File: config.mk
export PLATFORM = sky130hd
export DESIGN_NAME = fetch_flat
export DESIGN_NICKNAME = d
export VERILOG_FILES = /design/src/cpu_pkg.sv /design/src/mem_bus_if.sv /design/src/fetch.sv /design/src/flat_wrapper.sv
export SDC_FILE = /design/constraint.sdc
export NUM_CORES = 1
export LEC_CHECK = 0
export ABC_CLOCK_PERIOD_IN_PS = 2350
export BUFFER_PORTS_ARGS = -buffer_cell sky130_fd_sc_hd__buf_4
export CELL_PAD_IN_SITES_DETAIL_PLACEMENT = 1
export CELL_PAD_IN_SITES_GLOBAL_PLACEMENT = 1
export CORE_MARGIN = 1.5
export CORE_UTILIZATION = 29
export DETAILED_ROUTE_END_ITERATION = 10
export GPL_ROUTABILITY_DRIVEN = 0
export GPL_TIMING_DRIVEN = 0
export PLACE_DENSITY = 0.89
export REMOVE_ABC_BUFFERS = 1
export SYNTH_ARGS = -nofsm -noshare
export SYNTH_HDL_FRONTEND = slang
export SYNTH_SLANG_ARGS = --single-unit
File: constraint.sdc
create_clock -name clk -period 2.35 [get_ports clk]
set_input_delay 0.235 -clock clk [delete_from_list [all_inputs] [get_ports clk]]
set_output_delay 0.235 -clock clk [all_outputs]
set_load 0.01 [all_outputs]
File: src/cpu_pkg.sv
package cpu_pkg;

    localparam int xlen = 32;
    localparam int mem_words = 1024;
    localparam int addr_bits = 10;

    localparam logic [6:0] op_reg = 7'b0110011;
    localparam logic [6:0] op_imm = 7'b0010011;
    localparam logic [6:0] op_load = 7'b0000011;
    localparam logic [6:0] op_store = 7'b0100011;
    localparam logic [6:0] op_branch = 7'b1100011;
    localparam logic [6:0] op_lui = 7'b0110111;
    localparam logic [6:0] op_system = 7'b1110011;

    localparam logic [2:0] fetch_idle = 3'd0;
    localparam logic [2:0] fetch_request = 3'd1;
    localparam logic [2:0] fetch_wait_data = 3'd2;
    localparam logic [2:0] fetch_wait_done = 3'd3;
    localparam logic [2:0] fetch_halted = 3'd4;

    localparam logic [1:0] ex_idle = 2'd0;
    localparam logic [1:0] ex_mem_req = 2'd1;
    localparam logic [1:0] ex_mem_data = 2'd2;

    typedef enum logic [2:0] {
        alu_add,
        alu_sub,
        alu_and,
        alu_or,
        alu_xor,
        alu_pass_b
    } alu_op_t;

    typedef struct packed {
        logic [6:0] funct7;
        logic [4:0] rs2;
        logic [4:0] rs1;
        logic [2:0] funct3;
        logic [4:0] rd;
        logic [6:0] opcode;
    } r_fmt_t;

    typedef struct packed {
        logic [11:0] imm;
        logic [4:0]  rs1;
        logic [2:0]  funct3;
        logic [4:0]  rd;
        logic [6:0]  opcode;
    } i_fmt_t;

    typedef struct packed {
        logic [6:0] imm_hi;
        logic [4:0] rs2;
        logic [4:0] rs1;
        logic [2:0] funct3;
        logic [4:0] imm_lo;
        logic [6:0] opcode;
    } s_fmt_t;

    typedef struct packed {
        logic       imm_12;
        logic [5:0] imm_10_5;
        logic [4:0] rs2;
        logic [4:0] rs1;
        logic [2:0] funct3;
        logic [3:0] imm_4_1;
        logic       imm_11;
        logic [6:0] opcode;
    } b_fmt_t;

    typedef struct packed {
        logic [19:0] imm;
        logic [4:0]  rd;
        logic [6:0]  opcode;
    } u_fmt_t;

    typedef union packed {
        r_fmt_t r_fmt;
        i_fmt_t i_fmt;
        s_fmt_t s_fmt;
        b_fmt_t b_fmt;
        u_fmt_t u_fmt;
    } instr_u;

    typedef struct packed {
        logic            valid;
        logic [xlen-1:0] pc;
        logic [4:0]      rd;  // Zero for anything that writes no register
        alu_op_t         alu_op;
        logic            use_imm;
        logic [xlen-1:0] imm;
        logic            is_load;
        logic            is_store;
        logic            is_branch;
        logic            branch_ne;
        logic            is_halt;
        logic [xlen-1:0] rs1_value;
        logic [xlen-1:0] rs2_value;
    } decoded_t;

endpackage

File: src/mem_bus_if.sv
interface mem_bus_if;

    logic                         req;
    logic                         we;
    logic [cpu_pkg::addr_bits-1:0] addr;
    logic [cpu_pkg::xlen-1:0]      wdata;
    logic [cpu_pkg::xlen-1:0]      rdata;  // Valid the cycle after gnt
    logic                         gnt;

    modport master (
        output req, we, addr, wdata,
        input  rdata, gnt
    );

    modport slave (
        input  req, we, addr, wdata,
        output rdata, gnt
    );

endinterface

File: src/fetch.sv
module fetch (
    input  logic                     clk,
    input  logic                     rst,
    input  logic                     start,
    output logic                     halted,
    mem_bus_if.master                bus,
    output logic                     instr_valid,
    output logic [31:0]              instr,
    output logic [cpu_pkg::xlen-1:0] instr_pc,
    input  logic                     done,
    input  logic                     branch_taken,
    input  logic [cpu_pkg::xlen-1:0] branch_target,
    input  logic                     halt
);

    logic [2:0]               state;
    logic [cpu_pkg::xlen-1:0] pc;

    assign bus.req = (state == cpu_pkg::fetch_request);
    assign bus.we = 1'b0;
    assign bus.wdata = '0;
    assign bus.addr = pc[cpu_pkg::addr_bits+1:2];  // Byte pc to word address

    assign instr_valid = (state == cpu_pkg::fetch_wait_data);
    assign instr = bus.rdata;
    assign instr_pc = pc;
    assign halted = (state == cpu_pkg::fetch_halted);

    always_ff @(posedge clk) begin
        if (rst) begin
            state <= cpu_pkg::fetch_idle;
            pc <= '0;
        end else begin
            case (state)
                cpu_pkg::fetch_idle: begin
                    if (start) begin
                        state <= cpu_pkg::fetch_request;
                    end
                end
                cpu_pkg::fetch_request: begin
                    if (bus.gnt) begin
                        state <= cpu_pkg::fetch_wait_data;
                    end
                end
                cpu_pkg::fetch_wait_data: state <= cpu_pkg::fetch_wait_done;
                cpu_pkg::fetch_wait_done: begin
                    if (done && halt) begin
                        state <= cpu_pkg::fetch_halted;
                    end else if (done) begin
                        pc <= branch_taken ? branch_target : pc + 32'd4;
                        state <= cpu_pkg::fetch_request;
                    end
                end
                cpu_pkg::fetch_halted: state <= cpu_pkg::fetch_halted;  // Only reset leaves
                default: state <= cpu_pkg::fetch_idle;
            endcase
        end
    end

endmodule

File: src/flat_wrapper.sv
// flat-port wrapper written by rule: the top's interface ports become plain ports
module fetch_flat 
  (clk, rst, start, halted, instr_valid, instr, instr_pc, done, branch_taken, branch_target, halt, bus_req, bus_we, bus_addr, bus_wdata, bus_rdata, bus_gnt);
  mem_bus_if bus_i ();
  input  logic clk;
  input  logic rst;
  input  logic start;
  output logic halted;
  output logic instr_valid;
  output logic [31:0] instr;
  output logic [cpu_pkg::xlen-1:0] instr_pc;
  input  logic done;
  input  logic branch_taken;
  input  logic [cpu_pkg::xlen-1:0] branch_target;
  input  logic halt;
  output wire logic [$bits(bus_i.req)-1:0] bus_req;
  output wire logic [$bits(bus_i.we)-1:0] bus_we;
  output wire logic [$bits(bus_i.addr)-1:0] bus_addr;
  output wire logic [$bits(bus_i.wdata)-1:0] bus_wdata;
  input wire logic [$bits(bus_i.rdata)-1:0] bus_rdata;
  input wire logic [$bits(bus_i.gnt)-1:0] bus_gnt;
  assign bus_req = bus_i.req;
  assign bus_we = bus_i.we;
  assign bus_addr = bus_i.addr;
  assign bus_wdata = bus_i.wdata;
  assign bus_i.rdata = bus_rdata;
  assign bus_i.gnt = bus_gnt;
  fetch u_core (.clk(clk), .rst(rst), .start(start), .halted(halted), .bus(bus_i), .instr_valid(instr_valid), .instr(instr), .instr_pc(instr_pc), .done(done), .branch_taken(branch_taken), .branch_target(branch_target), .halt(halt));
endmodule
# ---- Word level (Yosys, flattened, before mapping)
# Index checks and enable logic that the tools add are counted.
# Widths: inputs -> output; s select.
dict set report op_classes {
  n_addsub 1
  n_eq_ne 7
  mux 6
  bitwise 1
  n_reduce_logical 4
}
# op count
set op_table {}
lappend op_table {{$add 32x3->32 const B} 1}
lappend op_table {{$mux 32} 1}
lappend op_table {{$pmux 3 s5} 1}
lappend op_table {{$mux 3} 4}
lappend op_table {{$eq 3x2->1 const B} 2}
lappend op_table {{$reduce_and 3->1} 2}
lappend op_table {{$eq 3x1->1 const B} 1}
lappend op_table {{$eq 3x3->1 const B} 1}
lappend op_table {{$logic_not 3->1} 1}
lappend op_table {{$ne 3x2->1 const B} 1}
lappend op_table {{$ne 2x1->1 const B} 1}
lappend op_table {{$ne 2x2->1 const B} 1}
lappend op_table {{$logic_and 1x1->1} 1}
lappend op_table {{$not 1->1} 1}
dict set report totals {
  regBits 35
  inputBits 71
}

# ---- Logic depth before layout (Yosys ltp)
# Gate-level depths: netlist (run 1).
dict set report depth {
  ltp_word 3
  mapped_depth 9
}

# ---- Least setup slack after synthesis (run 1)
# No wires, ideal clock.
dict set report synth_timing {
  path_type {reg2reg}
  startpoint {register u_core.pc (netlist bit u_core.instr_pc[2])}
  endpoint {register u_core.pc (netlist bit u_core.instr_pc[30])}
  setup_time_ps 118
  arrival_ps 2003
  t_required_ps 2232
  slack_ps 230
  path_stages_with_launch 7
  n_path_buf 0
  synth_period_minus_slack_ps 2120
  path_cell_list {dfxtp_1 ha_1 nand4_4 or4_4 o41ai_2 o41ai_1 o2bb2ai_1}
}
dict set report synth_between {
  elab_chain_len 2
}
# item line
set synth_lines {}
lappend synth_lines {{start: declaration} fetch.sv:17} ;# logic [cpu_pkg::xlen-1:0] pc;
lappend synth_lines {{start signal: assignment} fetch.sv:50} ;# pc <= branch_taken ? branch_target : pc + 32'd4;
lappend synth_lines {{$add 32x3->32} fetch.sv:50}
lappend synth_lines {{$mux 32} fetch.sv:50}
# Every way passes these cells.
# A chain may end at the register's enable or synchronous reset.

# ---- Final worst setup path (run 1)
dict set report layout_timing {
  startpoint {register u_core.pc (netlist bit u_core.instr_pc[3])}
  endpoint {register u_core.pc (netlist bit u_core.instr_pc[30])}
}
# The elaborated chain is that of the path after synthesis.

==> results.sh, run 1 <==
export IMPL_core_mm2=0.00928
export IMPL_clkSlewWorstSetupHoldPaths_ns=0.07
export IMPL_yosys_cell_types_count=58
export IMPL_htreeDepth=2
export IMPL_root_buffer="clkbuf_8"
export IMPL_post_route_period_util_pct=94.5
export IMPL_antenna_found_initial=0
export IMPL_hpwl_um=7400
export IMPL_syn_area_per_cell_um2=7.56
export IMPL_drt_wirelength_per_cell_um=18.9
export IMPL_area_growth_pct=13.6
export IMPL_die_height_um=101
export IMPL_drive_above_1_share_pct=27.5
export IMPL_finalNetCount=467
export IMPL_grt_first_pass_wirelength_um=15000
export IMPL_drv_cap=0
export IMPL_clock_fmax_ghz=0.450
export IMPL_clock_latency_ns=0.30
export IMPL_rsz0062_at_grt="false"
export IMPL_yosysWarnings=0
export IMPL_clock_sinks=35
export IMPL_synth_ff_type="dfxtp_1"
export IMPL_synth_top_area_cell="dfxtp_1"
export IMPL_leakagePower_nw=1.37
export IMPL_synthCells=370
export IMPL_yosys_top_cells_count="buf_4 (75), dfxtp_1 (35), nand2_1 (30)"
export IMPL_grt_pass1_vias=2664
export IMPL_powerDensity_mw_per_mm2=404
export IMPL_yosysMostFrequentCell="buf_4"
export IMPL_syn_area_mm2=0.00280
export IMPL_rrSetupSlack_ns=0.13
export IMPL_dr_wl_met3_um=1280
export IMPL_drc_errors=0
export IMPL_fin_util_pct=34.3
export IMPL_antennaDiodeCount=0
export IMPL_worst_setup_path_start_kind="flop"
export IMPL_drt_total_wl_um=9930
export IMPL_critPathArrivalTime_ns=2.39
export IMPL_io_buffer_count=83
export IMPL_met2_length_um=4250
export IMPL_worst_pin_slew_ns=0.630
export IMPL_fin_tns_setup_ns=0
export IMPL_async_flop_share_pct=0
export IMPL_wl_met1_um=4280
export IMPL_clock_path_buffers=2
export IMPL_final_hold_viol_count=0
export IMPL_hold_class="in2reg"
export IMPL_path_cells="ha_4 -> nand4_4 -> or4_4 -> o41ai_2 -> o41ai_1 -> o2bb2ai_1"
export IMPL_cts_buffers=5
export IMPL_clock_skew_ns=0.00352
export IMPL_drv_slew=0
export IMPL_yosys_top_cells_area="dfxtp_1 (25%), buf_4 (20%), a21oi_1 (5.0%), nand2_1 (4.0%), and3_1 (3.4%)"
export IMPL_cts_setup_buffers=0
export IMPL_critPathKind="reg2reg"
export IMPL_cts_tree="done"
export IMPL_num_fill_cells=1191
export IMPL_synth_seq_cells=35
export IMPL_cp_max_fo=7
export IMPL_worstSetupEndpointType="flop"
export IMPL_drt_first_pass_iters=4
export IMPL_die_x_um=101
export IMPL_ioPinCount=181
export IMPL_ys_seq_area_share_pct=25.0
export IMPL_grt_overflow_total=0
export IMPL_final_min_clock_period_ns=2.22
export IMPL_grt_max_degree=53
export IMPL_maxSlewHeadroom_pct=57.9
export IMPL_die_area_mm2=0.0102
export IMPL_irDropWorstVdd_uv=188
export IMPL_status="finished clean"
export IMPL_required_ns=2.52
export IMPL_rows=35
export IMPL_crit_path_max_incr_delay_ns=0.61
export IMPL_finalSetupViolations=0
export IMPL_drt_initial_drc_count=155
export IMPL_ant_nets=0
export IMPL_top_layer_used="met5"
export IMPL_synth_top_area_share_pct=25.0
export IMPL_gr_usage_all_layers_pct=19.1
export IMPL_synth_edf_count=0
export IMPL_cp_slowest_cell="or4_4"
export IMPL_vias_per_cell=5.22
export IMPL_start_util_pct=30.1
export IMPL_vias=2742
[cell usage in the layout, fill, tap and decap left out, drive strengths merged, types with 7 or more instances in the layout]
| cell | Yosys | final |
|---|---|---|
| inv | 7 | 7 |
| clkbuf | 17 | 8 |
| a31oi | 7 | 7 |
| nand4 | 10 | 10 |
| dfxtp | 35 | 35 |
| nor2 | 24 | 24 |
| nand3 | 17 | 17 |
| buf | 81 | 84 |
| and3 | 16 | 16 |
| nand2 | 30 | 30 |
| a21oi | 28 | 28 |
| conb | 1 | 33 |
| o21ai | 18 | 18 |
[logic make-up (layout without fill, tap and decap cells)]
kind of cell	count (synthesis)	after routing	synth area share, %
mux	7	7	2.59
other cells	1	33	0.134
flops	35	35	25.0
compound gates	96	96	22.2
buf+inv	105	99	25.1
simple gates	125	125	24.5
fa+ha+maj	1	1	0.447
[critical path, delay by kind of cell, from the launching register on]
| kind | cells | cell delay [ns] |
|---|---|---|
| AOI/OAI and AO/OA | 3 | 0.61 |
| adders and majority gates | 1 | 0.22 |
| DFF | 1 | 0.48 |
| and+or+nand+nor | 2 | 0.78 |
[area by class of cell]
type | instances | area, um^2 | share of cell area [%]
inverters | 7 | 26.3 | 0.826
multi-input cells | 262 | 1550 | 48.8
repair buffers | 84 | 638 | 20.1
flip-flops and latches | 35 | 703 | 22.1
well taps | 129 | 161 | 5.07
clock buffers | 8 | 100 | 3.15
[per-stage QoR]
step                      std cells  total power (W)  setup slack, ns  hold WS (ns)  instance area (um^2)
after floorplan                 304         0.000692            0.155         0.304                  2240
after global placement          516         0.000785           -0.790         0.447                  3030
after detailed placement        517         0.000791           -0.181         0.459                  3040
after CTS                       525          0.00129           0.0230         0.188                  3150
after global routing            525          0.00133           0.0143         0.190                  3180
final                           525          0.00128            0.129         0.193                  3180
[worst paths after layout]
kind / depth (start not counted) / start / endpoint
setup reg to reg: 6 / u_core.instr_pc[3]$_SDFFE_PP0P_ / u_core.instr_pc[30]$_SDFFE_PP0P_
setup / recovery: 6 / u_core.instr_pc[3]$_SDFFE_PP0P_ / u_core.instr_pc[30]$_SDFFE_PP0P_
hold reg to reg: 2 / u_core.instr_pc[1]$_SDFFE_PP0P_ / u_core.instr_pc[1]$_SDFFE_PP0P_
hold / removal: 3 / branch_target[1] / u_core.instr_pc[1]$_SDFFE_PP0P_
[per-layer routing]
layer	track usage, %	up-vias
met3	11.7	15
met1	24.5	1291
met2	27.5	149
li1	-	1285
met4	3.31	2
met5	2.88	-
[what timing repair did]
item | 4_1_cts | 5_1_grt
hold buffers | 0 | 0
resized for setup | 2 | 7
endpoints found under the setup margin | 2 | 7
[report_power, final]
part	switching, W	total, W	internal [W]
Sequential	0.0000114	0.000610	0.000599
Combinational	0.0000966	0.000169	0.0000727
Clock	0.000236	0.000504	0.000268
[sequential cells by signal, indices dropped and copies added (netlist names)]
signal,flops
u_core.instr_pc,32
u_core.state,3
No activity file was read; power rests on OpenSTA's default activity.
==> run 2: changes to the inputs <==
CORE_ASPECT_RATIO = 1.25   (was default)
==> results.sh, run 2 (same netlist as run 1, synthesis figures left out) <==
export IMPL_core_mm2=0.00927
export IMPL_leakagePower_nw=1.39
export IMPL_reg2reg_depth=6
export IMPL_timing_rr_start="u_core.instr_pc[3]$_SDFFE_PP0P_"
export IMPL_status="finished clean"
export IMPL_required_ns=2.50
export IMPL_critPathKind="reg2reg"
export IMPL_final_cell_mix="buf_4 (85), conb_1 (33), dfxtp_1 (33), nand2_1 (30), a21oi_1 (28)"
export IMPL_finalNetCount=469
export IMPL_cts_buffers=5
export IMPL_gr_usage_met2_pct=28.5
export IMPL_register_area_um2=703
export IMPL_ioPinCount=181
export IMPL_clock_power_share_pct=45.2
export IMPL_swShare_pct=25.2
export IMPL_post_route_period_util_pct=97.2
export IMPL_rows=39
export IMPL_drt_first_pass_iters=4
export IMPL_cts_tree="done"
export IMPL_finalSetupViolations=0
export IMPL_clock_skew_ns=0.00468
export IMPL_grt_first_pass_wirelength_um=14400
export IMPL_final_min_clock_period_ns=2.28
export IMPL_ant_nets=0
export IMPL_die_area_mm2=0.0103
export IMPL_p_int_w=0.00106
export IMPL_antennaDiodeCount=0
export IMPL_reg2reg_to="u_core.instr_pc[30]$_SDFFE_PP0P_"
export IMPL_gr_usage_all_layers_pct=17.7
export IMPL_worst_pin_slew_ns=0.785
export IMPL_clock_sinks=35
export IMPL_final_hold_viol_count=0
export IMPL_use_met1_pct=21.9
export IMPL_power_switching_w=0.000358
export IMPL_grt_overflow_total=0
export IMPL_clock_path_buffers=2
export IMPL_worst_setup_path_start_kind="flop"
export IMPL_die_height_um=113
export IMPL_powerDensity_mw_per_mm2=440
export IMPL_cp_max_fo=7
export IMPL_layout_commonest_cell="buf_4"
export IMPL_hold_class="in2reg"
export IMPL_grt_pass1_vias=2707
export IMPL_drt_wirelength_per_cell_um=18.2
export IMPL_root_buffer="clkbuf_16"
export IMPL_die_x_um=90.9
export IMPL_worstSetupEndpointType="flop"
export IMPL_htreeDepth=2
export IMPL_crit_start="u_core.instr_pc[3]$_SDFFE_PP0P_"
export IMPL_critPathArrivalTime_ns=2.43
export IMPL_drt_initial_drc_count=161
export IMPL_num_fill_cells=1155
export IMPL_antenna_found_initial=0
export IMPL_maxSlewHeadroom_pct=47.5
export IMPL_cts_hold_fix_buffers=0
export IMPL_rrSetupSlack_ns=0.07
export IMPL_drive_above_1_share_pct=27.6
export IMPL_irDropWorstVdd_uv=390
export IMPL_rsz0062_at_grt="false"
export IMPL_io_buffer_count=83
export IMPL_fin_tns_setup_ns=0
export IMPL_drv_cap=0
export IMPL_vias_per_cell=5.40
export IMPL_grt_max_degree=53
export IMPL_top_usage_layer="met2"
export IMPL_use_met3_pct=7.46
export IMPL_seqPwrFrac_pct=43.0
export IMPL_clkSlewWorstSetupHoldPaths_ns=0.06
export IMPL_multi_input_area_mm2=0.00156
export IMPL_drv_slew=0
export IMPL_hpwl_um=6930
export IMPL_cp_endpoint="u_core.instr_pc[30]$_SDFFE_PP0P_"
export IMPL_start_util_pct=30.2
export IMPL_drc_errors=0
export IMPL_pwr_share_comb_pct=11.8
export IMPL_clock_fmax_ghz=0.438
export IMPL_vias=2814
export IMPL_area_growth_pct=15.4
export IMPL_clock_latency_ns=0.28
export IMPL_drt_total_wl_um=9510
export IMPL_largest_reg_flops=32
export IMPL_fin_util_pct=34.8
-- run 2: cell count changes in the layout (fill, tap and decap cells not counted) --
| cell | change |
|---|---|
| nor2_2 | -1 |
| nor4_2 | +1 |
| clkinv_2 | +1 |
| clkbuf_16 | +5 |
| buf_4 | +2 |
| nor2_1 | +1 |
| nor4_1 | -1 |
| clkbuf_8 | -7 |
| clkbuf_1 | +1 |
-- run 2: layout make-up --
type | count | share of cell area [%]
clock buffer | 7 | 4.11
clock inverter | 1 | 0.155
inverter | 7 | 0.814
multi-input combinational | 262 | 48.2
sequential | 35 | 21.8
tap | 123 | 4.77
timing repair buffer | 86 | 20.2
-- run 2: how the worst min path moves through the flow --
| stage | slack (ns) | depth (start not counted) | endpoint | startpoint |
|---|---|---|---|---|
| after floorplan | 0.30 | 1 | u_core.instr_pc[0]$_SDFFE_PP0P_ | rst |
| after global placement | 0.45 | 2 | u_core.instr_pc[1]$_SDFFE_PP0P_ | u_core.instr_pc[1]$_SDFFE_PP0P_ |
| after detailed placement | 0.46 | 2 | u_core.instr_pc[0]$_SDFFE_PP0P_ | u_core.instr_pc[0]$_SDFFE_PP0P_ |
| after CTS | 0.21 | 3 | u_core.instr_pc[0]$_SDFFE_PP0P_ | branch_target[0] |
| after global routing | 0.22 | 3 | u_core.instr_pc[0]$_SDFFE_PP0P_ | branch_target[0] |
| final | 0.21 | 3 | u_core.instr_pc[0]$_SDFFE_PP0P_ | branch_target[0] |
-- run 2: power groups by stage --
stage	registers, W	logic, W	clock network [W]
3_5_place_dp	0.000624	0.000166	0
4_1_cts	0.000611	0.000167	0.000654
5_1_grt	0.000613	0.000184	0.000675
3_3_place_gp	0.000623	0.000161	0
2_1_floorplan	0.000623	0.0000684	0
6_report	0.000612	0.000167	0.000643
-- run 2: timing repair --
item / CTS / global route
resized for setup: 2 / 7
setup buffers: 0 / 2
setup endpoints to repair: 1 / 11
pin swaps: 0 / 1
endpoints found under the hold margin: 0 / 0
cloned: 0 / 0
-- run 2: through the flow --
step	std cells	hold WS (ns)	area [um^2]	worst slack, ns	power [W]
after floorplan	304	0.304	2240	0.155	0.000692
after global placement	510	0.450	3020	-0.838	0.000784
after detailed placement	511	0.463	3040	-0.276	0.000790
after CTS	519	0.209	3180	0.0247	0.00143
after global routing	521	0.215	3230	0.0114	0.00147
final	521	0.211	3230	0.0651	0.00142
-- run 2: critical path: stages (launching register included) --
cell and delay, ns:
dfxtp_1 0.48, ha_4 0.23, nand4_4 0.20, or4_4 0.62, o41ai_2 0.34, o41ai_1 0.14
o2bb2ai_1 0.14
-- run 2: routing by layer --
metal	up-vias	part of all wire (%)	routed length [um]
met1	1371	43	4090
met4	0	0.86	82
met5	-	0	0
met3	10	10	958
li1	1290	-	-
met2	143	46	4370
==> run 3: changes to the inputs <==
RECOVER_POWER = 25   (was default)
SLEW_MARGIN = 20   (was default)
==> results.sh, run 3 (same netlist as run 1, synthesis figures left out) <==
export IMPL_ioPinCount=181
export IMPL_leakagePower_nw=1.39
export IMPL_rsz0062_at_grt="false"
export IMPL_die_height_um=113
export IMPL_finalNetCount=469
export IMPL_required_ns=2.52
export IMPL_timing_rr_start="u_core.instr_pc[4]$_SDFFE_PP0P_"
export IMPL_final_hold_viol_count=0
export IMPL_clkSlewWorstSetupHoldPaths_ns=0.06
export IMPL_clock_skew_ns=0.00319
export IMPL_fin_hold_ws_ns=0.209
export IMPL_io_buffer_count=83
export IMPL_clock_path_buffers=2
export IMPL_min_to="u_core.instr_pc[0]$_SDFFE_PP0P_"
export IMPL_antennaDiodeCount=0
export IMPL_drt_total_wl_um=9790
export IMPL_cp_buffers_inverters=0
export IMPL_crit_path_max_incr_delay_ns=0.57
export IMPL_die_area_mm2=0.0103
export IMPL_clock_sinks=35
export IMPL_status="finished clean"
export IMPL_drt_wirelength_per_cell_um=18.8
export IMPL_grt_overflow_total=0
export IMPL_reg2reg_to="u_core.instr_pc[31]$_SDFFE_PP0P_"
export IMPL_hpwl_um=6860
export IMPL_powerDensity_mw_per_mm2=442
export IMPL_cp_slowest_cell="dfxtp_1"
export IMPL_vias_per_cell=5.37
export IMPL_htreeDepth=2
export IMPL_drv_slew=0
export IMPL_drt_first_pass_iters=4
export IMPL_use_met3_pct=7.73
export IMPL_cp_max_fo=10
export IMPL_final_cell_mix="buf_4 (85), dfxtp_1 (34), conb_1 (33), nand2_1 (30), a21oi_1 (28)"
export IMPL_fin_area_mm2=0.00322
export IMPL_final_min_clock_period_ns=2.29
export IMPL_drive_above_1_share_pct=27.4
export IMPL_clock_fmax_ghz=0.438
export IMPL_hold_class="in2reg"
export IMPL_holdPathStages=3
export IMPL_drc_errors=0
export IMPL_ant_nets=0
export IMPL_gr_usage_met2_pct=28.7
export IMPL_fin_tns_setup_ns=0
export IMPL_path_cells="and4_1 -> and4_2 -> nand3_1 -> nor4_1 -> mux2_2"
export IMPL_drt_initial_drc_count=129
export IMPL_critPathKind="reg2reg"
export IMPL_use_met1_pct=21.6
export IMPL_antenna_found_initial=0
export IMPL_gr_usage_all_layers_pct=17.9
export IMPL_vias=2798
export IMPL_grt_first_pass_wirelength_um=14600
export IMPL_num_fill_cells=1163
export IMPL_layout_commonest_cell="buf_4"
export IMPL_critPathArrivalTime_ns=2.45
export IMPL_post_route_period_util_pct=97.2
export IMPL_worstSetupEndpointType="flop"
export IMPL_cts_buffers=5
export IMPL_pre_cts_ws_ns=-0.305
export IMPL_p_total_w=0.00142
export IMPL_reg2reg_depth=5
export IMPL_core_mm2=0.00927
export IMPL_largest_reg_flops=32
export IMPL_finalSetupViolations=0
export IMPL_top_usage_layer="met2"
export IMPL_place_area_mm2=0.00303
export IMPL_drv_cap=0
export IMPL_rows=39
export IMPL_clock_latency_ns=0.28
export IMPL_root_buffer="clkbuf_16"
export IMPL_grt_pass1_vias=2762
export IMPL_grt_max_degree=53
export IMPL_die_x_um=90.9
export IMPL_cts_tree="done"
export IMPL_cts_hold_fix_buffers=0
export IMPL_rrSetupSlack_ns=0.06
export IMPL_irDropWorstVdd_uv=244
export IMPL_start_util_pct=30.2
export IMPL_worst_slack_ns=0.0648
export IMPL_worst_setup_path_start_kind="flop"
export IMPL_worst_pin_slew_ns=0.814
export IMPL_holdCritStartpoint="branch_target[0]"
export IMPL_cpLargestDelayFamily="simple AND/OR/NAND/NOR gates"
export IMPL_maxSlewHeadroom_pct=45.7
export IMPL_area_growth_pct=15.0
[run 3: repair_timing]
| item | 4_1_cts | 5_1_grt |
|---|---|---|
| endpoints found under the setup margin | 3 | 9 |
| cloned | 0 | 1 |
| gates resized for setup | 4 | 3 |
| setup buffers | 0 | 2 |
| pin swaps | 0 | 3 |
[run 3: power by group]
group / total (W) / switching, W / internal, W
clock: 0.000643 / 0.000251 / 0.000392
combinational: 0.000169 / 0.0000967 / 0.0000723
sequential: 0.000612 / 0.0000121 / 0.000600
[run 3: routing by layer]
metal / up-vias / part of all wire (%)
met3: 12 / 9.0
met2: 136 / 47
met4: 0 / 1.2
met1: 1367 / 43
met5: - / 0
li1: 1283 / -
[run 3: worst max path at each step]
stage                                                from                               end  depth (start not counted)
after floorplan              u_core.state[1]$_SDFFE_PP0P_  u_core.instr_pc[19]$_SDFFE_PP0P_                          5
after global placement       u_core.state[1]$_SDFFE_PP0P_  u_core.instr_pc[19]$_SDFFE_PP0P_                          5
after detailed placement                     branch_taken  u_core.instr_pc[29]$_SDFFE_PP0P_                          6
after CTS                 u_core.instr_pc[2]$_SDFFE_PP0P_  u_core.instr_pc[30]$_SDFFE_PP0P_                          6
after global routing      u_core.instr_pc[4]$_SDFFE_PP0P_  u_core.instr_pc[31]$_SDFFE_PP0P_                          5
final                     u_core.instr_pc[4]$_SDFFE_PP0P_  u_core.instr_pc[31]$_SDFFE_PP0P_                          5
[run 3: area by class of cell]
type / instances / area [um^2] / share of cell area, %
clock inverter: 1 / 5.00 / 0.155
inverter: 7 / 26.3 / 0.816
sequential: 35 / 702 / 21.8
clock buffer: 7 / 133 / 4.12
timing repair buffer: 85 / 638 / 19.8
multi-input combinational: 263 / 1560 / 48.5
tap: 123 / 154 / 4.78
[run 3: metrics by stage]
step                cells  utilization (%)
finish                521             34.7
global route          521             34.7
CTS                   518             34.3
detailed placement    510             32.6
global placement      510             32.6
floorplan             304                -
[run 3: tightest hold or removal path: cells and delay by family]
kind                   cells  cell delay [ns]
AOI/OAI and AO/OA          1             0.05
buffers and inverters      1             0.11
and+or+nand+nor            1             0.05
