## src/cpu_pkg.sv

```systemverilog
package cpu_pkg;

    localparam int xlen = 32;
    localparam int mem_words = 1024;
    localparam int addr_bits = 10;

    localparam logic [6:0] op_reg = 7'b0110011;
    localparam logic [6:0] op_imm = 7'b0010011;
    localparam logic [6:0] op_load = 7'b0000011;
    localparam logic [6:0] op_store = 7'b0100011;
    localparam logic [6:0] op_branch = 7'b1100011;
    localparam logic [6:0] op_lui = 7'b0110111;
    localparam logic [6:0] op_system = 7'b1110011;

    localparam logic [2:0] fetch_idle = 3'd0;
    localparam logic [2:0] fetch_request = 3'd1;
    localparam logic [2:0] fetch_wait_data = 3'd2;
    localparam logic [2:0] fetch_wait_done = 3'd3;
    localparam logic [2:0] fetch_halted = 3'd4;

    localparam logic [1:0] ex_idle = 2'd0;
    localparam logic [1:0] ex_mem_req = 2'd1;
    localparam logic [1:0] ex_mem_data = 2'd2;

    typedef enum logic [2:0] {
        alu_add,
        alu_sub,
        alu_and,
        alu_or,
        alu_xor,
        alu_pass_b
    } alu_op_t;

    typedef struct packed {
        logic [6:0] funct7;
        logic [4:0] rs2;
        logic [4:0] rs1;
        logic [2:0] funct3;
        logic [4:0] rd;
        logic [6:0] opcode;
    } r_fmt_t;

    typedef struct packed {
        logic [11:0] imm;
        logic [4:0]  rs1;
        logic [2:0]  funct3;
        logic [4:0]  rd;
        logic [6:0]  opcode;
    } i_fmt_t;

    typedef struct packed {
        logic [6:0] imm_hi;
        logic [4:0] rs2;
        logic [4:0] rs1;
        logic [2:0] funct3;
        logic [4:0] imm_lo;
        logic [6:0] opcode;
    } s_fmt_t;

    typedef struct packed {
        logic       imm_12;
        logic [5:0] imm_10_5;
        logic [4:0] rs2;
        logic [4:0] rs1;
        logic [2:0] funct3;
        logic [3:0] imm_4_1;
        logic       imm_11;
        logic [6:0] opcode;
    } b_fmt_t;

    typedef struct packed {
        logic [19:0] imm;
        logic [4:0]  rd;
        logic [6:0]  opcode;
    } u_fmt_t;

    typedef union packed {
        r_fmt_t r_fmt;
        i_fmt_t i_fmt;
        s_fmt_t s_fmt;
        b_fmt_t b_fmt;
        u_fmt_t u_fmt;
    } instr_u;

    typedef struct packed {
        logic            valid;
        logic [xlen-1:0] pc;
        logic [4:0]      rd;  // Zero for anything that writes no register
        alu_op_t         alu_op;
        logic            use_imm;
        logic [xlen-1:0] imm;
        logic            is_load;
        logic            is_store;
        logic            is_branch;
        logic            branch_ne;
        logic            is_halt;
        logic [xlen-1:0] rs1_value;
        logic [xlen-1:0] rs2_value;
    } decoded_t;

endpackage

```

## src/mem_bus_if.sv

```systemverilog
interface mem_bus_if;

    logic                         req;
    logic                         we;
    logic [cpu_pkg::addr_bits-1:0] addr;
    logic [cpu_pkg::xlen-1:0]      wdata;
    logic [cpu_pkg::xlen-1:0]      rdata;  // Valid the cycle after gnt
    logic                         gnt;

    modport master (
        output req, we, addr, wdata,
        input  rdata, gnt
    );

    modport slave (
        input  req, we, addr, wdata,
        output rdata, gnt
    );

endinterface

```

## src/mem_arbiter.sv

```systemverilog
module mem_arbiter (
    input  logic                          clk,
    input  logic                          rst,
    mem_bus_if.slave                      ld,
    mem_bus_if.slave                      dm,
    mem_bus_if.slave                      im,
    output logic                          ram_en,
    output logic                          ram_we,
    output logic [cpu_pkg::addr_bits-1:0] ram_addr,
    output logic [cpu_pkg::xlen-1:0]      ram_wdata,
    input  logic [cpu_pkg::xlen-1:0]      ram_rdata
);

    logic       g_ld;
    logic       g_dm;
    logic       g_im;
    logic [2:0] owner;  // Who gets the data returned this cycle

    assign g_ld = ld.req;
    assign g_dm = dm.req && !ld.req;
    assign g_im = im.req && !ld.req && !dm.req;

    assign ld.gnt = g_ld;
    assign dm.gnt = g_dm;
    assign im.gnt = g_im;
    assign ram_en = g_ld || g_dm || g_im;

    always_comb begin
        if (g_ld) begin
            ram_we = ld.we;
            ram_addr = ld.addr;
            ram_wdata = ld.wdata;
        end else if (g_dm) begin
            ram_we = dm.we;
            ram_addr = dm.addr;
            ram_wdata = dm.wdata;
        end else begin
            ram_we = im.we && g_im;
            ram_addr = im.addr;
            ram_wdata = im.wdata;
        end
    end

    always_ff @(posedge clk) begin
        if (rst) begin
            owner <= 3'b000;
        end else begin
            owner <= {g_ld, g_dm, g_im};
        end
    end

    assign ld.rdata = owner[2] ? ram_rdata : '0;
    assign dm.rdata = owner[1] ? ram_rdata : '0;
    assign im.rdata = owner[0] ? ram_rdata : '0;

endmodule

```

## src/flat_wrapper.sv

```systemverilog
// flat-port wrapper written by rule: the top's interface ports become plain ports
module mem_arbiter_flat 
  (clk, rst, ram_en, ram_we, ram_addr, ram_wdata, ram_rdata, ld_req, ld_we, ld_addr, ld_wdata, ld_rdata, ld_gnt, dm_req, dm_we, dm_addr, dm_wdata, dm_rdata, dm_gnt, im_req, im_we, im_addr, im_wdata, im_rdata, im_gnt);
  mem_bus_if ld_i ();
  mem_bus_if dm_i ();
  mem_bus_if im_i ();
  input  logic clk;
  input  logic rst;
  output logic ram_en;
  output logic ram_we;
  output logic [cpu_pkg::addr_bits-1:0] ram_addr;
  output logic [cpu_pkg::xlen-1:0] ram_wdata;
  input  logic [cpu_pkg::xlen-1:0] ram_rdata;
  input wire logic [$bits(ld_i.req)-1:0] ld_req;
  input wire logic [$bits(ld_i.we)-1:0] ld_we;
  input wire logic [$bits(ld_i.addr)-1:0] ld_addr;
  input wire logic [$bits(ld_i.wdata)-1:0] ld_wdata;
  output wire logic [$bits(ld_i.rdata)-1:0] ld_rdata;
  output wire logic [$bits(ld_i.gnt)-1:0] ld_gnt;
  input wire logic [$bits(dm_i.req)-1:0] dm_req;
  input wire logic [$bits(dm_i.we)-1:0] dm_we;
  input wire logic [$bits(dm_i.addr)-1:0] dm_addr;
  input wire logic [$bits(dm_i.wdata)-1:0] dm_wdata;
  output wire logic [$bits(dm_i.rdata)-1:0] dm_rdata;
  output wire logic [$bits(dm_i.gnt)-1:0] dm_gnt;
  input wire logic [$bits(im_i.req)-1:0] im_req;
  input wire logic [$bits(im_i.we)-1:0] im_we;
  input wire logic [$bits(im_i.addr)-1:0] im_addr;
  input wire logic [$bits(im_i.wdata)-1:0] im_wdata;
  output wire logic [$bits(im_i.rdata)-1:0] im_rdata;
  output wire logic [$bits(im_i.gnt)-1:0] im_gnt;
  assign ld_i.req = ld_req;
  assign ld_i.we = ld_we;
  assign ld_i.addr = ld_addr;
  assign ld_i.wdata = ld_wdata;
  assign ld_rdata = ld_i.rdata;
  assign ld_gnt = ld_i.gnt;
  assign dm_i.req = dm_req;
  assign dm_i.we = dm_we;
  assign dm_i.addr = dm_addr;
  assign dm_i.wdata = dm_wdata;
  assign dm_rdata = dm_i.rdata;
  assign dm_gnt = dm_i.gnt;
  assign im_i.req = im_req;
  assign im_i.we = im_we;
  assign im_i.addr = im_addr;
  assign im_i.wdata = im_wdata;
  assign im_rdata = im_i.rdata;
  assign im_gnt = im_i.gnt;
  mem_arbiter u_core (.clk(clk), .rst(rst), .ld(ld_i), .dm(dm_i), .im(im_i), .ram_en(ram_en), .ram_we(ram_we), .ram_addr(ram_addr), .ram_wdata(ram_wdata), .ram_rdata(ram_rdata));
endmodule
```

## config.mk

```make
export PLATFORM = sky130hd
export DESIGN_NAME = mem_arbiter_flat
export DESIGN_NICKNAME = d
export VERILOG_FILES = /design/src/cpu_pkg.sv /design/src/mem_bus_if.sv /design/src/mem_arbiter.sv /design/src/flat_wrapper.sv
export SDC_FILE = /design/constraint.sdc
export NUM_CORES = 1
export LEC_CHECK = 0
export BUFFER_PORTS_ARGS = -buffer_cell sky130_fd_sc_hd__buf_2
export CORE_AREA = 2 2 118 120
export CTS_BUF_LIST = sky130_fd_sc_hd__clkbuf_8
export CTS_CLUSTER_DIAMETER = 40
export DETAILED_ROUTE_END_ITERATION = 8
export DIE_AREA = 0 0 120 122
export PLACE_DENSITY_LB_ADDON = 0.12
export RECOVER_POWER = 100
export SYNTH_ARGS = -nofsm -noshare
export SYNTH_HDL_FRONTEND = slang
export SYNTH_SLANG_ARGS = --single-unit
```

## constraint.sdc

```tcl
create_clock -name clk -period 1.4 [get_ports clk]
set_input_delay 0.07 -clock clk [delete_from_list [all_inputs] [get_ports clk]]
set_output_delay 0.07 -clock clk [all_outputs]
set_load 0.02 [all_outputs]
```

## Word-level counts from Yosys, hierarchy flattened

Index checks and enable logic that the tools add are counted.
W data, S select, Z words.

- Bits in registers: 3
- Logic and storage cells: 18

- Reduce and logical (&&, ||, !) cells: 8
- Multiplexer cells: 9

Operators by type and width:

| kind | count |
|---|---|
| $mux W32 | 5 |
| $mux W10 | 2 |
| $logic_and A1 B1 Y1 | 4 |
| $logic_not A1 Y1 | 2 |
| $logic_or A1 B1 Y1 | 2 |
| $mux W1 | 2 |

## Depth between registers and ports, before layout

Gate-level depths: netlist of run 1.

- Depth in word-level cells: 6
- Gate-level depth with buffers: 5

## Worst setup path after synthesis of run 1

OpenSTA, ideal clock, no wires.

- Path type: input to output
- From: input port ld_req
- To: output port ram_addr[2] (netlist name)
- Path slack: 437 ps
- Stages on the path: 3
- Data arrival time: 893 ps
- Required time: 1330 ps
- Cell sequence: buf_2 clkbuf_1 o21ai_0

- Word-level cells in the longest chain between the ends: 4

RTL lines:

| element | RTL line | RTL |
|---|---|---|
| start, declared | flat_wrapper.sv:14 | `input wire logic [$bits(ld_i.req)-1:0] ld_req;` |
| $logic_not A1 Y1 | mem_arbiter.sv:20 | `assign g_dm = dm.req && !ld.req;` |
| $logic_and A1 B1 Y1 | mem_arbiter.sv:20 |  |
| $mux W10 | mem_arbiter.sv:33 | `end else if (g_dm) begin` |
| $mux W10 (*) | mem_arbiter.sv:29 | `if (g_ld) begin` |
| end, declared | flat_wrapper.sv:11 | `output logic [cpu_pkg::addr_bits-1:0] ram_addr;` |

Every way passes the cells marked *; elsewhere a longest branch is shown, timed or not.

## Final worst setup path of run 1

- From: register u_core.owner[0]
- To: output port im_rdata[11]

- Word-level cells in the longest chain between the ends: 1

RTL lines:

| element | RTL line | RTL |
|---|---|---|
| start, declared | mem_arbiter.sv:17 | `logic [2:0] owner;` |
| start signal, assigned | mem_arbiter.sv:48 | `owner <= {g_ld, g_dm, g_im};` |
| $mux W32 | mem_arbiter.sv:54 | `assign im.rdata = owner[0] ? ram_rdata : '0;` |
| end, declared | flat_wrapper.sv:30 | `output wire logic [$bits(im_i.rdata)-1:0] im_rdata;` |

Every way passes these cells.

==> results of run 1 <==
synth_stat cells:
cell type and number:
sky130_fd_sc_hd__nor3b_2 1, sky130_fd_sc_hd__nand3b_1 1, sky130_fd_sc_hd__o21ai_0 10, sky130_fd_sc_hd__clkbuf_1 11
sky130_fd_sc_hd__dfxtp_1 3, sky130_fd_sc_hd__buf_4 2, sky130_fd_sc_hd__buf_2 6, sky130_fd_sc_hd__a21oi_1 2
sky130_fd_sc_hd__o21ai_1 32, sky130_fd_sc_hd__mux2i_1 42, sky130_fd_sc_hd__nand2_1 42, sky130_fd_sc_hd__or3_1 1
sky130_fd_sc_hd__buf_8 2, sky130_fd_sc_hd__buf_1 1, sky130_fd_sc_hd__nor2b_1 5, sky130_fd_sc_hd__buf_6 3
sky130_fd_sc_hd__and2_1 96
final cells by class:
class	instances	share of cell area [%]
clock inverter	1	0.1118
timing repair buffer	315	46.93
multi-input combinational	232	43.24
clock buffer	3	1.230
tap	180	6.709
sequential	3	1.789
cell families after synthesis:
kind of cell	after synthesis	synth area share (%)
DFF	3	3.596
muxes	42	25.17
buffers and inverters	25	9.213
AOI/OAI and AO/OA	44	13.18
and+or+nand+nor	146	48.84
final timing paths:
check,from,endpoint,slack [ps],cells after the start
min,rst,u_core.owner[1],50,2
max,u_core.owner[0],im_rdata[11],180,3
per-layer routing:
layer	vias to the layer above	share of wire [%]
li1	1435	-
met2	182	56
met1	1119	32
met4	0	0.68
met5	-	0
met3	6	11
critical path: cells and delay by family (launching register included):
family / cells / cell delay [ps]
buf+inv: 2 / 460
flops: 1 / 290
simple gates: 1 / 180
where the power goes:
part | internal (mW) | total [mW] | switching, mW
Clock | 0.186 | 0.239 | 0.0528
Sequential | 0.0896 | 0.0902 | 0.000634
Combinational | 0.414 | 0.981 | 0.567
metrics by stage:
stage               power, mW  setup slack [ps]
finish                  1.310             181.0
global route            1.421             87.04
CTS                     1.365             199.5
detailed placement      1.117             379.2
global placement        1.119             358.9
floorplan              0.6536             437.2
==> summary.md, run 1 <==
| Metric | Value |
|---|---|
| Number of nets in the final layout | 721 |
| Top flop regs | u_core.owner x3 |
| Multi-input gate area in the final layout | 0.001451 mm2 |
| RSZ-0062 raised after global routing | no |
| Hold Slack | about 55 ps |
| Met2 Track Usage GR | 20.74% |
| Layer with the highest usage after global routing | met2 |
| Via count of the first global-routing pass | approximately 2.4k |
| Area fraction of the dominant cell type after synthesis | 35.96% |
| Antenna violations before repair | 0 |
| Worst slew margin | 79.09% |
| Type of element launching the critical path | register |
| Ratio of routed vias to standard cells | about 3.7 |
| Warning count from the yosys run | 0 |
| Count of clock tree sinks | 3 |
| Maximum fanout encountered on the critical timing path | 32 |
| Nets in the synthesized netlist | around 430 |
| Core utilization of the finished layout | 24.86% |
| # Max-Cap Violations | 0 |
| Dominant cells by area after synthesis | sky130_fd_sc_hd__and2_1 (36%), sky130_fd_sc_hd__mux2i_1 (25%), sky130_fd_sc_hd__o21ai_1 (9.6%) |
| Overall routing resource usage | under 10% |
| Number of DRC violations after detailed routing | 0 |
| Footprint of the flip-flops and latches | between 60 and 70 um2 |
| Type of destination of the critical path | primary output |
| Detailed-placement wirelength estimate | 7.121 mm |
| Remaining antenna violation count after routing | 0 |
| CTS tree | built |
| Initial cell density of the core | around an eighth |
| CTS Hold Buffers Added | 0 |
| Endpoint arrival time on the critical path | about 1200 ps |
| Number of filler instances in the final layout | 1572 |
| Number of setup buffers added after CTS | 0 |
| Final period demand of the worst path | roughly 1200 ps |
| Part of the Yosys area used for sequential elements | 3.596% |
| Pin count of the biggest net entering global routing | 55 |
| Die width | 120 um |
| Number of H-tree branching levels | 1 |
| Aggregate global routing overflow | 0 |
| Floorplan die area | 0.01464 mm2 |
| GRT met1 Usage | 8.925% |
| Largest register FFs | 3 |
| Power density cells | 390.2 mW/mm2 |
| Area grow syn2layout | 101.0% |
| Stage delay of the slowest cell on the critical path | 300 ps |
| Global routing usage on met3 | 2.622% |
| Leak pwr | 2.000 nW |
| Cell-by-cell listing of the critical path | clkbuf_4, and2_1, buf_2 |
| Placer's final routability congestion estimate | 0.7433 |
| Max-slew violation count | 0 |
| Number of diodes | 0 |
| Final hold violation count | 0 |
| Final cell count without fillers | ~730 |
| Detailed-route via count | between 2k and 3k |
| Maximum frequency from static timing analysis | 0.8203 GHz |
| Worst supply voltage drop on vdd | 175.0 uV |
| Synth area leader | sky130_fd_sc_hd__and2_1 |
| Register with the most flip-flops | u_core.owner |
| Clk Tree Root Cell | sky130_fd_sc_hd__clkbuf_8 |
| Core region area | 0.01350 mm2 |
| Cell at the slowest stage of the critical path | sky130_fd_sc_hd__clkbuf_4 |
| Iter 0 DRT Violations | 28 |
| Final routed wire length divided by cell count | 11.01 um |
| Clock edge transition at the registers on the reported setup and hold paths | ~30 ps |
| Height of the die | 122 um |
| Wirelength, routed | 8.080 mm |
| Transition time at the pin with the least slew margin | 312.9 ps |
| Wire length of the first global-routing pass | 11.48 mm |
| Highest-count cells in the layout ignoring fill and taps | sky130_fd_sc_hd__buf_2 (255), sky130_fd_sc_hd__and2_1 (83), sky130_fd_sc_hd__clkbuf_1 (45) |
| DP Area | between 0.003 and 0.004 mm2 |
| Number of buffers created by CTS | 3 |
| Fin crit share | 87.07% |
| Status | finished, final reports clean |
| Placed instance count | 730 |
| Finish-stage setup viols | 0 |
| Number of optimization iterations in the first detailed-route pass | 4 |
| Commonest non-fill, non-tap cell in the layout | sky130_fd_sc_hd__buf_2 |
| Worst setup path category | register to primary output |
| Total Negative Setup Slacks | 0 ps |
| Post-route cell area | 0.003357 mm2 |
| Tightest Hold Check Type | primary input to register |
| Post-cts sizing count | 0 |
| Mean area per synthesized cell | 6.424 um2 |
| Required @ worst endpoint | 1330 ps |
| Row count | between 40 and 50 |
| PortBufs | 308 |
| Post-Syn Area | 0.001670 mm2 |
| I/O Pins | 309 |
| Layout cell share with drive strength beyond 1 | around 50% |
| Number of different library cells in the post-synthesis netlist | 17 |
| Total of flip-flops plus latches after synthesis | 3 |
| Worst-case clock buffer depth | 2 |
| Post-synthesis cell count | 260 |
Note: power is estimated with default switching activity, not from simulation.
==> run 2, diff against run 1 <==
Settings changed: CORE_AREA 2 2 118 120 to 2 2 119 121, DIE_AREA 0 0 120 122 to 0 0 121 123, RECOVER_POWER 100 to 50, SETUP_SLACK_MARGIN set to 0.02.
Clock period 1.4 ns to 1.3 ns, I/O delays scaled along.
==> run 2 against run 1 <==
Against the previous run:
- critical path type unchanged
- via count increased by 2.7%
- die area increased by 1.7%
- non-clock buffer count increased by 1
- worst setup slack got worse by 50 ps
- combinational power increased by 10%
- clock power increased by 10%
- worst hold slack got worse by 18 ps
- core utilization decreased by 0.068 points
- final area increased by 0.52%
- critical path depth unchanged
- flip-flop and latch count unchanged
- power increased by 10%
==> summary.md, run 2 (synthesized netlist as in run 1, its figures left out) <==
| Metric | Value |
|---|---|
| Power Internal | 0.7539 mW |
| Pin count of the biggest net entering global routing | 44 |
| NetSw | 0.6893 mW |
| Leak pwr | 1.973 nW |
| Overall routing resource usage | between 10% and 20% |
| Required @ worst endpoint | around 1200 ps |
| Stage delay of the slowest cell on the critical path | 290 ps |
| I/O Pins | 309 |
| Switching Fraction | 47.76% |
| RSZ-0062 raised after global routing | no |
| Row count | 43 |
| Power share of the sequential group | under 10% |
| Cell-by-cell listing of the critical path | buf_4, and2_1, buf_2 |
| CTS Hold Buffers Added | 0 |
| Number of setup buffers added after CTS | 0 |
| Final routed wire length divided by cell count | 12.19 um |
| # Max-Cap Violations | 0 |
| Number of optimization iterations in the first detailed-route pass | 4 |
| Die width | 121 um |
| Core utilization of the finished layout | between 20% and 30% |
| Worst supply voltage drop on vdd | 118.3 uV |
| CTS tree | built |
| Core region area | 0.01361 mm2 |
| Max layer used | met4 |
| Top flop regs | u_core.owner x3 |
| Clock power frac | 18.2% |
| Transition time at the pin with the least slew margin | 366.8 ps |
| Highest-count cells in the layout ignoring fill and taps | sky130_fd_sc_hd__buf_2 (243), sky130_fd_sc_hd__and2_1 (96), sky130_fd_sc_hd__clkbuf_1 (55) |
| Floorplan die area | ~0.015 mm2 |
| Final hold violation count | 0 |
| Number of buffers created by CTS | 3 |
| Detailed-route via count | 2817 |
| Power density cells | 427.7 mW/mm2 |
| Total Negative Setup Slacks | 0 ps |
| Count of clock tree sinks | 3 |
| Detailed-placement wirelength estimate | 7.765 mm |
| Area grow syn2layout | 102.0% |
| Number of filler instances in the final layout | roughly 1.6k |
| Post-cts sizing count | 0 |
| Aggregate global routing overflow | 0 |
| Status | finished, final reports clean |
| Wirelength, routed | approximately 9.0 mm |
| Largest register FFs | 3 |
| Via count of the first global-routing pass | around 2.4k |
| Finish-stage setup viols | 0 |
| Cell at the slowest stage of the critical path | sky130_fd_sc_hd__dfxtp_1 |
| Remaining antenna violation count after routing | 0 |
| Number of H-tree branching levels | 1 |
| Type of element launching the critical path | register |
| Worst slew margin | 75.55% |
| Worst-case clock buffer depth | 2 |
| Endpoint arrival time on the critical path | 1100 ps |
| Placer's final routability congestion estimate | 0.8283 |
| Register with the most flip-flops | u_core.owner |
| Final Total Pwr | 1.443 mW |
| Worst setup path category | register to primary output |
| Proportion of power drawn by combinational gates | about three quarters |
| Number of diodes | 0 |
| Maximum fanout encountered on the critical timing path | 32 |
| Antenna violations before repair | 0 |
| Wire length of the first global-routing pass | 11.85 mm |
| Iter 0 DRT Violations | 38 |
| End of the critical path | ld_rdata[24] |
| Number of nets in the final layout | just over 700 |
| Initial cell density of the core | 12.27% |
| Maximum frequency from static timing analysis | 0.8551 GHz |
| Met1 WL | between 2 and 3 mm |
| Layout cell share with drive strength beyond 1 | a little under half |
| Commonest non-fill, non-tap cell in the layout | sky130_fd_sc_hd__buf_2 |
| Max-slew violation count | 0 |
| Clk Tree Root Cell | sky130_fd_sc_hd__clkbuf_8 |
| Launch point of the worst path | u_core.owner[2] |
| Total met2 wirelength after detailed routing | 4.910 mm |
| Clock edge transition at the registers on the reported setup and hold paths | about 30 ps |
| Tightest Hold Check Type | primary input to register |
| PortBufs | 308 |
| Final period demand of the worst path | between 1000 and 1500 ps |
| Fin crit share | 89.96% |
| Type of destination of the critical path | primary output |
| Ratio of routed vias to standard cells | 3.833 |
| Length of routed met3 wiring | 1.064 mm |
| Height of the die | 123 um |
| Number of DRC violations after detailed routing | 0 |
run 2: cell count changes in the layout (fill, tap and decap cells not counted), sizes merged:
cell	change
buf	-9
clkbuf	+10
run 2: critical path, delay by kind of cell, from the launching register on:
family	cells	cell delay [ps]
flops	1	290
simple gates	1	170
buf+inv	2	420
run 2: worst min path at each step:
stage	start	to	slack (ps)	cells past startpoint
2_1_floorplan	rst	u_core.owner[0]	140	1
3_3_place_gp	rst	u_core.owner[1]	270	2
3_5_place_dp	rst	u_core.owner[1]	260	2
4_1_cts	rst	u_core.owner[1]	40	2
5_1_grt	rst	u_core.owner[1]	50	2
6_report	rst	u_core.owner[0]	40	2
run 2: power groups by stage:
stage               sequential [mW]  clock (mW)  combinational [mW]
floorplan                     0.101           0               0.603
global placement             0.0997           0                1.13
detailed placement           0.0996           0                1.12
CTS                          0.0984       0.273                1.13
global route                 0.0985       0.288                1.18
finish                       0.0984       0.263                1.08
run 2: cell type report:
cell class / instances / area (um2) / share of cell area [%]
timing repair buffer: 316 / 1593 / 47.20
clock inverter: 1 / 3.754 / 0.1112
tap: 180 / 225.2 / 6.674
sequential: 3 / 60.06 / 1.780
multi-input combinational: 232 / 1451 / 43.01
clock buffer: 3 / 41.29 / 1.224
run 2: through the flow:
stage,std cells,setup slack [ps],cell area [um2],hold slack (ps)
global route,735,36.55,3374,45.62
finish,735,130.5,3374,37.05
CTS,735,110.3,3451,35.71
global placement,731,272.5,3406,270.8
floorplan,260,347.2,1670,136.6
detailed placement,731,283.4,3406,263.9
run 2: layer usage:
layer  vias up  track usage [%]
met5         -                0
met3         4            2.906
met1      1187            9.399
met4         0            1.308
li1       1436                -
met2       190            21.42
==> run 3, diff against run 2 <==
Settings changed: CORE_AREA 2 2 119 121 to 2 2 118 120, DIE_AREA 0 0 121 123 to 0 0 120 122, TNS_END_PERCENT set to 30.
Clock period 1.3 ns to 1.4 ns, I/O delays scaled along.
==> run 3 against run 2 <==
Against the previous run:
- final area decreased by 0.52%
- cell count decreased by 0.14%
- via count down 2.9%
- count of clock-buffer cells in the layout stayed put
- power is 9.2% lower
- worst setup slack better by 59 ps
- critical path depth is the same
- wire length shrank 10%
- critical path type unchanged
- critical endpoint is now im_rdata[11]
- highest routed layer unchanged
==> summary.md, run 3 (synthesized netlist as in run 1, its figures left out) <==
| Metric | Value |
|---|---|
| Number of optimization iterations in the first detailed-route pass | 4 |
| Type of element launching the critical path | register |
| I/O Pins | about 310 |
| Height of the die | 122 um |
| Required @ worst endpoint | 1330 ps |
| Number of DRC violations after detailed routing | 0 |
| # Max-Cap Violations | 0 |
| Post-route cell area | 0.003357 mm2 |
| Detailed-route via count | 2736 |
| Via count of the first global-routing pass | 2361 |
| Number of setup buffers added after CTS | 0 |
| Hold Slack | around 54 ps |
| Placed instance count | 730 |
| Cell class contributing the biggest share of worst-path delay | buffers and inverters |
| Row count | 43 |
| Post-cts sizing count | 0 |
| Worst setup path category | register to primary output |
| Layout cell share with drive strength beyond 1 | 49.28% |
| Worst-case clock buffer depth | 2 |
| Total Negative Setup Slacks | 0 ps |
| Post-layout worst setup margin | between 150 and 200 ps |
| Commonest non-fill, non-tap cell in the layout | sky130_fd_sc_hd__buf_2 |
| Tightest Hold Check Type | primary input to register |
| Worst slack after detailed placement | 379.2 ps |
| Pin count of the biggest net entering global routing | 55 |
| Type of destination of the critical path | primary output |
| Final period demand of the worst path | 1211 ps |
| Number of diodes | 0 |
| Cell at the slowest stage of the critical path | sky130_fd_sc_hd__clkbuf_4 |
| Status | finished, final reports clean |
| Stage delay of the slowest cell on the critical path | 300 ps |
| Final hold violation count | 0 |
| Overall routing resource usage | a little under a tenth |
| Number of H-tree branching levels | 1 |
| Leak pwr | 2.018 nW |
| DP Area | between 0.003 and 0.004 mm2 |
| Iter 0 DRT Violations | 30 |
| Cell-by-cell listing of the critical path | clkbuf_4, and2_1, buf_2 |
| Worst supply voltage drop on vdd | 174.6 uV |
| Initial cell density of the core | 12.37% |
| Footprint of the flip-flops and latches | 60.06 um2 |
| Wirelength, routed | 8.049 mm |
| Launch point of the worst path | u_core.owner[0] |
| Depth of the critical timing path with buffers and inverters included | 3 |
| Max-slew violation count | 0 |
| Worst slew margin | around 79% |
| CTS tree | built |
| End of the critical path | im_rdata[11] |
| Top flop regs | u_core.owner x3 |
| Final cell count without fillers | 734 |
| Number of buffers created by CTS | 3 |
| Power density cells | approximately 390 mW/mm2 |
| Area grow syn2layout | 101.0% |
| Buf/Inv on CP | 2 |
| PortBufs | around 310 |
| Ratio of routed vias to standard cells | 3.728 |
| Number of nets in the final layout | 721 |
| CTS Hold Buffers Added | 0 |
| Wire length of the first global-routing pass | 11.48 mm |
| RSZ-0062 raised after global routing | no |
| Floorplan die area | 0.01464 mm2 |
| Maximum frequency from static timing analysis | 0.8258 GHz |
| Remaining antenna violation count after routing | 0 |
| Antenna violations before repair | 0 |
| Largest register FFs | 3 |
| Register with the most flip-flops | u_core.owner |
| Aggregate global routing overflow | 0 |
| Die width | 120 um |
| Transition time at the pin with the least slew margin | 310.7 ps |
| Clk Tree Root Cell | sky130_fd_sc_hd__clkbuf_8 |
| Final routed wire length divided by cell count | 10.97 um |
| Core region area | approximately 0.014 mm2 |
| Count of clock tree sinks | 3 |
| Number of filler instances in the final layout | 1572 |
| Finish-stage setup viols | 0 |
| Multi-input gate area in the final layout | about 0.0015 mm2 |
| Maximum fanout encountered on the critical timing path | 32 |
| Clock edge transition at the registers on the reported setup and hold paths | roughly 30 ps |
| Detailed-placement wirelength estimate | between 7 and 8 mm |
| Highest-count cells in the layout ignoring fill and taps | sky130_fd_sc_hd__buf_2 (263), sky130_fd_sc_hd__and2_1 (96), sky130_fd_sc_hd__clkbuf_1 (45) |
| Fin crit share | 86.49% |
| Endpoint arrival time on the critical path | 1140 ps |
| Placer's final routability congestion estimate | 0.7433 |
run 3: cell type report:
| cell class | count | share of cell area [%] |
|---|---|---|
| clock inverters | 1 | 0.1118 |
| flip-flops and latches | 3 | 1.789 |
| well taps | 180 | 6.709 |
| clock buffers | 3 | 1.230 |
| multi-input cells | 232 | 43.24 |
| repair buffers | 315 | 46.93 |
run 3: how the worst min path moves through the flow:
stage / startpoint / endpoint / slack, ps / cells after the start
floorplan: rst / u_core.owner[0] / 140 / 1
global placement: rst / u_core.owner[2] / 270 / 2
detailed placement: rst / u_core.owner[2] / 280 / 2
CTS: rst / u_core.owner[1] / 50 / 2
global route: rst / u_core.owner[1] / 60 / 2
finish: rst / u_core.owner[1] / 50 / 2
run 3: where the power goes:
group,switching [mW],leakage (nW),internal [mW]
Sequential,0.000635,0.0247,0.0896
Combinational,0.566,1.97,0.415
Clock,0.0523,0.0269,0.186
run 3: per-layer routing:
layer,track usage [%],wire length [um]
met1,8.925,2606
met2,20.74,4485
met3,2.622,902
met4,1.176,55
met5,0,0
run 3: through the flow:
step | utilization, % | total power, mW
floorplan | - | 0.6536
global placement | 24.98 | 1.119
detailed placement | 24.98 | 1.117
CTS | 25.31 | 1.365
global route | 24.86 | 1.422
finish | 24.86 | 1.310
